<file path="config.mk">
export PLATFORM = sky130hd
export DESIGN_NAME = lsUnit
export DESIGN_NICKNAME = d
export VERILOG_FILES = /design/src/rtl/lsPkg.sv /design/src/rtl/accessTimer.sv /design/src/rtl/dataMem.sv /design/src/rtl/lsEntry.sv /design/src/rtl/lsQueue.sv /design/src/rtl/memCtrl.sv /design/src/rtl/lsUnit.sv
export SDC_FILE = /design/constraint.sdc
export NUM_CORES = 2
export LEC_CHECK = 0
export ABC_AREA = 1
export BUFFER_PORTS_ARGS = -buffer_cell sky130_fd_sc_hd__buf_2
export CAP_MARGIN = 40
export CORE_ASPECT_RATIO = 1.4
export CORE_MARGIN = 2
export CORE_UTILIZATION = 58
export CTS_CLUSTER_SIZE = 40
export DETAILED_ROUTE_END_ITERATION = 8
export HOLD_SLACK_MARGIN = 0.12
export MAX_ROUTING_LAYER = met4
export PLACE_DENSITY = 0.74
export SKIP_CTS_REPAIR_TIMING = 1
export SYNTH_ARGS = -nofsm -noshare
export SYNTH_HDL_FRONTEND = slang
export SYNTH_HIERARCHICAL = 1
export SYNTH_SLANG_ARGS = --single-unit
</file>
<file path="constraint.sdc">
create_clock -name clk -period 10.4 [get_ports clk]
set_input_delay 3.12 -clock clk [delete_from_list [all_inputs] [get_ports clk]]
set_output_delay 3.12 -clock clk [all_outputs]
set_load 0.05 [all_outputs]
</file>
<file path="src/rtl/lsPkg.sv">
package lsPkg;

    localparam int DataWidth  = 32;
    localparam int TagWidth   = 4;
    localparam int AddrWidth  = 6;
    localparam int LsDepth    = 4;                    // Queue entries and reset credits
    localparam int MemLatency = 3;                    // Cycles spent in ACCESS
    localparam int MemWords   = 64;
    localparam int PtrWidth   = $clog2(LsDepth);
    localparam int CntWidth   = $clog2(MemLatency + 1);

    typedef logic [DataWidth-1:0] dataT;
    typedef logic [TagWidth-1:0]  tagT;
    typedef logic [AddrWidth-1:0] addrT;
    typedef logic [PtrWidth-1:0]  ptrT;
    typedef logic [CntWidth-1:0]  cntT;

    // Either a value, or the tag it is waiting for
    typedef struct packed {
        logic ready;
        tagT  tag;
        dataT value;
    } lsOperandT;

    typedef struct packed {
        logic      isStore;
        lsOperandT base;
        lsOperandT storeData;                         // Ignored by loads
        dataT      imm;
        tagT       dstTag;
    } lsDispatchT;

    typedef struct packed {
        logic valid;
        tagT  tag;
        dataT data;
    } resultBusT;

    typedef struct packed {
        logic isStore;
        addrT addr;
        dataT data;
        tagT  dstTag;
    } memReqT;

    typedef enum logic [1:0] {
        IDLE,
        ACCESS,
        FINISH
    } ctrlStateT;

endpackage

</file>
<file path="src/rtl/accessTimer.sv">
module accessTimer (
    input  logic clk,
    input  logic rst,
    input  logic start,
    output logic expired
);
    import lsPkg::*;

    cntT  count;
    logic active;

    always_ff @(posedge clk or posedge rst) begin
        if (rst) begin
            count  <= '0;
            active <= 1'b0;
        end else if (start) begin
            count  <= cntT'(MemLatency - 1);
            active <= 1'b1;
        end else if (active) begin
            if (count == '0)
                active <= 1'b0;
            else
                count <= count - 1'b1;
        end
    end

    assign expired = active && (count == '0);  // Last ACCESS cycle

endmodule

</file>
<file path="src/rtl/dataMem.sv">
module dataMem (
    input  logic        clk,
    input  logic        write,
    input  lsPkg::addrT addr,
    input  lsPkg::dataT wData,
    output lsPkg::dataT rData
);
    import lsPkg::*;

    dataT mem [MemWords];

    always_ff @(posedge clk) begin
        if (write)
            mem[addr] <= wData;
        rData <= mem[addr];                   // One cycle after the address
    end

endmodule

</file>
<file path="src/rtl/lsEntry.sv">
module lsEntry (
    input  logic              clk,
    input  logic              rst,
    input  logic              write,
    input  lsPkg::lsDispatchT writeData,
    input  lsPkg::resultBusT  aluResult,
    input  lsPkg::resultBusT  loadResult,
    input  logic              free,
    input  logic              markIssued,
    output logic              occupied,
    output logic              ready,
    output logic              issued,
    output lsPkg::lsDispatchT entry
);
    import lsPkg::*;

    // Capture a broadcast whose tag this operand is waiting for
    function automatic lsOperandT wake(lsOperandT op, resultBusT alu, resultBusT ld);
        lsOperandT res;
        res = op;
        if (!op.ready && alu.valid && alu.tag == op.tag) begin
            res.ready = 1'b1;
            res.value = alu.data;
        end else if (!op.ready && ld.valid && ld.tag == op.tag) begin
            res.ready = 1'b1;
            res.value = ld.data;
        end
        return res;
    endfunction

    always_ff @(posedge clk or posedge rst) begin
        if (rst) begin
            occupied <= 1'b0;
            issued   <= 1'b0;
        end else begin
            if (free) begin
                occupied <= 1'b0;
                issued   <= 1'b0;
            end
            if (markIssued)
                issued <= 1'b1;
            if (write) begin
                occupied <= 1'b1;
                issued   <= 1'b0;
            end
        end
    end

    always_ff @(posedge clk) begin
        if (write) begin
            entry           <= writeData;
            entry.base      <= wake(writeData.base, aluResult, loadResult);  // Same-cycle wakeup
            entry.storeData <= wake(writeData.storeData, aluResult, loadResult);
        end else begin
            entry.base      <= wake(entry.base, aluResult, loadResult);
            entry.storeData <= wake(entry.storeData, aluResult, loadResult);
        end
    end

    assign ready = occupied && entry.base.ready && (entry.storeData.ready || !entry.isStore);

endmodule

</file>
<file path="src/rtl/lsQueue.sv">
module lsQueue (
    input  logic              clk,
    input  logic              rst,
    input  logic              dispatchValid,
    input  lsPkg::lsDispatchT dispatch,
    input  lsPkg::resultBusT  aluResult,
    input  lsPkg::resultBusT  loadResult,
    input  logic              ctrlIdle,
    input  logic              accessDone,
    output logic              issueValid,
    output lsPkg::memReqT     issueReq,
    output logic              creditReturn
);
    import lsPkg::*;

    ptrT              head;
    ptrT              tail;
    logic [LsDepth-1:0] writeVec;
    logic [LsDepth-1:0] freeVec;
    logic [LsDepth-1:0] issueVec;
    logic [LsDepth-1:0] occupied;
    logic [LsDepth-1:0] ready;
    logic [LsDepth-1:0] issued;
    lsDispatchT       entries [LsDepth];
    lsDispatchT       headEntry;
    dataT             effAddr;

    genvar i;
    generate
        for (i = 0; i < LsDepth; i++) begin : gEntry
            lsEntry uEntry (
                .clk        (clk),
                .rst        (rst),
                .write      (writeVec[i]),
                .writeData  (dispatch),
                .aluResult  (aluResult),
                .loadResult (loadResult),
                .free       (freeVec[i]),
                .markIssued (issueVec[i]),
                .occupied   (occupied[i]),
                .ready      (ready[i]),
                .issued     (issued[i]),
                .entry      (entries[i])
            );
        end
    endgenerate

    // Tail and head decode
    always_comb begin
        writeVec       = '0;
        freeVec        = '0;
        issueVec       = '0;
        writeVec[tail] = dispatchValid;
        freeVec[head]  = accessDone;
        issueVec[head] = issueValid && ctrlIdle;
    end

    assign headEntry  = entries[head];
    assign issueValid = ready[head] && !issued[head];  // Only the head may issue
    assign effAddr    = headEntry.base.value + headEntry.imm;

    always_comb begin
        issueReq.isStore = headEntry.isStore;
        issueReq.addr    = effAddr[AddrWidth-1:0];
        issueReq.data    = headEntry.storeData.value;
        issueReq.dstTag  = headEntry.dstTag;
    end

    always_ff @(posedge clk or posedge rst) begin
        if (rst) begin
            head         <= '0;
            tail         <= '0;
            creditReturn <= 1'b0;
        end else begin
            if (dispatchValid)
                tail <= ptrT'(tail + 1'b1);
            if (accessDone)
                head <= ptrT'(head + 1'b1);
            creditReturn <= accessDone;            // Edge after FINISH
        end
    end

    noDispatchWhenFull: assert property (
        @(posedge clk) disable iff (rst)
        dispatchValid |-> !(&occupied)
    );

    doneNeedsIssuedHead: assert property (
        @(posedge clk) disable iff (rst)
        accessDone |-> (occupied[head] && issued[head])
    );

endmodule

</file>
<file path="src/rtl/memCtrl.sv">
module memCtrl (
    input  logic             clk,
    input  logic             rst,
    input  logic             issueValid,
    input  lsPkg::memReqT    issueReq,
    input  logic             timerExpired,
    input  lsPkg::dataT      memRData,
    output logic             ctrlIdle,
    output logic             accessDone,
    output logic             timerStart,
    output logic             memWrite,
    output lsPkg::addrT      memAddr,
    output lsPkg::dataT      memWData,
    output lsPkg::resultBusT loadResult
);
    import lsPkg::*;

    ctrlStateT state;
    memReqT    req;

    assign ctrlIdle   = (state == IDLE);
    assign timerStart = ctrlIdle && issueValid;

    always_ff @(posedge clk or posedge rst) begin
        if (rst) begin
            state <= IDLE;
        end else begin
            case (state)
                IDLE:    if (issueValid) state <= ACCESS;
                ACCESS:  if (timerExpired) state <= FINISH;
                FINISH:  state <= IDLE;
                default: state <= IDLE;
            endcase
        end
    end

    always_ff @(posedge clk) begin
        if (timerStart)
            req <= issueReq;                       // Held for the whole access
    end

    assign accessDone      = (state == FINISH);
    assign memWrite        = accessDone && req.isStore;
    assign memAddr         = req.addr;
    assign memWData        = req.data;
    assign loadResult.valid = accessDone && !req.isStore;
    assign loadResult.tag  = req.dstTag;
    assign loadResult.data = memRData;

    accessTiming: assert property (
        @(posedge clk) disable iff (rst)
        timerStart |=> (state == ACCESS) [*MemLatency] ##1 (state == FINISH)
    );

    expireInAccess: assert property (
        @(posedge clk) disable iff (rst)
        timerExpired |-> (state == ACCESS)
    );

endmodule

</file>
<file path="src/rtl/lsUnit.sv">
module lsUnit (
    input  logic              clk,
    input  logic              rst,
    input  logic              dispatchValid,
    input  lsPkg::lsDispatchT dispatch,
    input  lsPkg::resultBusT  aluResult,
    output logic              creditReturn,
    output lsPkg::resultBusT  loadResult
);
    import lsPkg::*;

    logic   issueValid;
    memReqT issueReq;
    logic   ctrlIdle;
    logic   accessDone;
    logic   timerStart;
    logic   timerExpired;
    logic   memWrite;
    addrT   memAddr;
    dataT   memWData;
    dataT   memRData;

    lsQueue uQueue (
        .clk           (clk),
        .rst           (rst),
        .dispatchValid (dispatchValid),
        .dispatch      (dispatch),
        .aluResult     (aluResult),
        .loadResult    (loadResult),        // Fed back for wakeup
        .ctrlIdle      (ctrlIdle),
        .accessDone    (accessDone),
        .issueValid    (issueValid),
        .issueReq      (issueReq),
        .creditReturn  (creditReturn)
    );

    memCtrl uCtrl (
        .clk          (clk),
        .rst          (rst),
        .issueValid   (issueValid),
        .issueReq     (issueReq),
        .timerExpired (timerExpired),
        .memRData     (memRData),
        .ctrlIdle     (ctrlIdle),
        .accessDone   (accessDone),
        .timerStart   (timerStart),
        .memWrite     (memWrite),
        .memAddr      (memAddr),
        .memWData     (memWData),
        .loadResult   (loadResult)
    );

    accessTimer uTimer (
        .clk     (clk),
        .rst     (rst),
        .start   (timerStart),
        .expired (timerExpired)
    );

    dataMem uMem (
        .clk   (clk),
        .write (memWrite),
        .addr  (memAddr),
        .wData (memWData),
        .rData (memRData)
    );

endmodule

</file>
==> reports/metrics.cfg <==
[yosys]
syn_inst = 11700
avgSynthCellArea_um2 = 9.33
syn-num-nets = 11900
ys_warn_count = 6
netlist_area_um2 = 109000

[worst_setup_path]
regToRegStartpoint = uCtrl/memAddr[0]
cp-startpoint = aluResult[33]
path_cells = buf_2, inv_1, nand2_1, nand3_1, nor2_4, buf_4, nand2_4, nand3_2, buf_4
critical_path.top_delay_family = buffers and inverters
r2r_cells = 16
cp_max_fo = 33
critPathKind = input pin to flip-flop
worst_setup_path_start_kind = input pin
cpMostUsedCell = buf_4
cp_data_arrival_time_ns = 6.34
worstSetupPathDepth = 9
critPathSlowestCell = nand3_2
max_stage_delay_ns = 0.66
cp_num_buf_inv = 4
end_kind = flip-flop
required_ns = 10.94

[global_routing]
grt_pass1_wl_um = 477000
grt_pass1_vias = 78500
grt_usage = 0.340
grt_antenna_before_repair = 39
grt_busiest_layer = met2
global_route.overflow_total = 0
use_met3 = 0.0567
grt_max_degree = 196
gr-usage-met1 = 0.405
grt_util_met2 = 0.551

[clock_tree]
clk_path_buf_depth = 4
worstSkewPairLatency_ns = 0.91
cts_sinks = 2377
path_clk_slew_ns = 0.07
h-tree-depth = 4
clockRootBuffer = clkbuf_16
cts_buffers = 221
cts_tree = done

[sta]
finalClockSkew_ns = 0.0566
grt_setup_unrepaired = no
timing.fmax_ghz = 0.172
finalHoldViolations = 0
slew_viol_final = 0
tightest_slew_ns = 1.11
fin_crit_sh = 0.558
whs_ns = 0.525
period_minus_slack_ns = 5.80
fin_tns_setup_ns = 0
slew-limit-headroom = 0.262
setup_viol = 0

[finish]
stdcell_count = 14300
num-fill-cells = 14500
final_core_util = 0.636
drive_gt1_frac = 0.0749
fin_nets = 11800
synthToLayoutAreaGrowth_pct = 8.84

[floorplanning]
dieHeight_um = 518
die_x_um = 371
start_util = 0.584
ioPinCount = 189
rows = 188
core_um2 = 187000
die_area_um2 = 192000

[drt]
ant_nets = 0
drtIter0Drc = 9614
wirelength_um = 322000
drtPass1Iterations = 6
via_count = 81700
vias_per_cell = 5.73
drt_drc_violations_left = 0
detail_route.wl_per_cell_um = 22.5

[power_and_ir_drop]
peakVddDrop_mv = 0.222
power_leakage_nw = 51.6
power_density_nw_per_um2 = 279

[placed_design]
gp_congestion = 1.00
portBuffers = 136
dp.cells = 13800
place_hpwl_um = 185000

[run]
max-cap-violations = 0

[status]
status = finished clean

[worst_hold_path]
hp-class = flip-flop to flip-flop
holdPathStages = 2
min-delay-start = uTimer/count[1]

state kept, by name, summed over array words and instances, names as in the netlist, 2 cells and up:
signal / cells
uTimer/count: 2
uQueue/gEntry.uEntry/occupied: 4
uQueue/gEntry.uEntry/issued: 4
uQueue/gEntry.uEntry/entry: 236
uCtrl/state: 2
uQueue/tail: 2
uCtrl/memAddr: 6
uCtrl/loadResult: 4
uQueue/head: 2
uCtrl/memWData: 32
uMem/rData: 32
uMem/mem: 2048
layout by cell type (no fill, tap or decap), types with 4 or more instances in the layout:
cell and instances:
a21oi_1 26, nand3_1 667, nand3_4 4, clkbuf_16 226, buf_2 136, or2_2 9, buf_8 7, diode_2 42
o21ai_0 113, edfxtp_1 2327, buf_16 12, and3_1 4, clkinv_2 44, clkbuf_1 39, buf_12 10, o22ai_1 63
nor3_4 7, bufinv_16 28, nor2_2 22, nand2_4 16, clkbuf_8 6, xnor2_1 5, inv_1 396, nor2_4 86
dfrtp_1 17, xor2_1 12, nand3_2 9, a211oi_1 4, nor2_1 503, nand4_1 18, nand2_1 6581, clkinvlp_4 7
o21ai_1 10, inv_8 4, o211ai_1 5, inv_2 42, buf_4 185, ha_1 14, clkinv_1 38, dfxtp_1 32
power by group:
group	total [W]	internal (W)	leakage (nW)	switching [W]
clock network	0.00824	0.00470	3.55	0.00354
logic	0.0123	0.00289	26.6	0.00945
registers	0.0126	0.0123	21.5	0.000355
path summary, 6_finish.rpt:
check	to	slack, ns
setup reg to reg	uMem/rData[8]	5.54
max in group asynchronous	uQueue/head[0]	7.97
hold / removal	uTimer/count[1]	0.52
setup / recovery	uQueue/gEntry[1].uEntry/entry[41]	4.60
hold reg to reg	uTimer/count[1]	0.52
min in group asynchronous	uQueue/gEntry[3].uEntry/issued	2.17
tightest hold or removal path: cells and delay by family (launching register included):
kind	cells	cell delay (ns)
AND/OR/NAND/NOR	2	0.14
flip-flops	1	0.35
per-stage QoR:
step / setup slack, ns / power, W / instance area [um^2]
3_3_place_gp: 3.87 / 0.0244 / 111000
5_1_grt: 4.51 / 0.0348 / 119000
6_report: 4.60 / 0.0332 / 119000
4_1_cts: 4.71 / 0.0330 / 119000
2_1_floorplan: 4.75 / 0.0208 / 109000
3_5_place_dp: 3.85 / 0.0248 / 112000
per-layer routing:
layer | share of wire | wire (um) | up-vias
met5 | 0 | 0 | -
met4 | 0.061 | 19700 | 0
met3 | 0.092 | 29600 | 1065
met2 | 0.49 | 157000 | 4479
met1 | 0.36 | 115000 | 38700
li1 | - | - | 37500
layout make-up:
cell class | count | area [um^2] | area share
timing repair buffer | 353 | 2740 | 0.0230
clock inverter | 126 | 1360 | 0.0114
clock buffer | 271 | 5880 | 0.0494
antenna | 42 | 105 | 0.000882
sequential | 2377 | 71000 | 0.596
multi-input combinational | 8189 | 33300 | 0.280
tap | 2470 | 3090 | 0.0259
inverter | 442 | 1680 | 0.0141
Power figures use the tool's default switching activity.
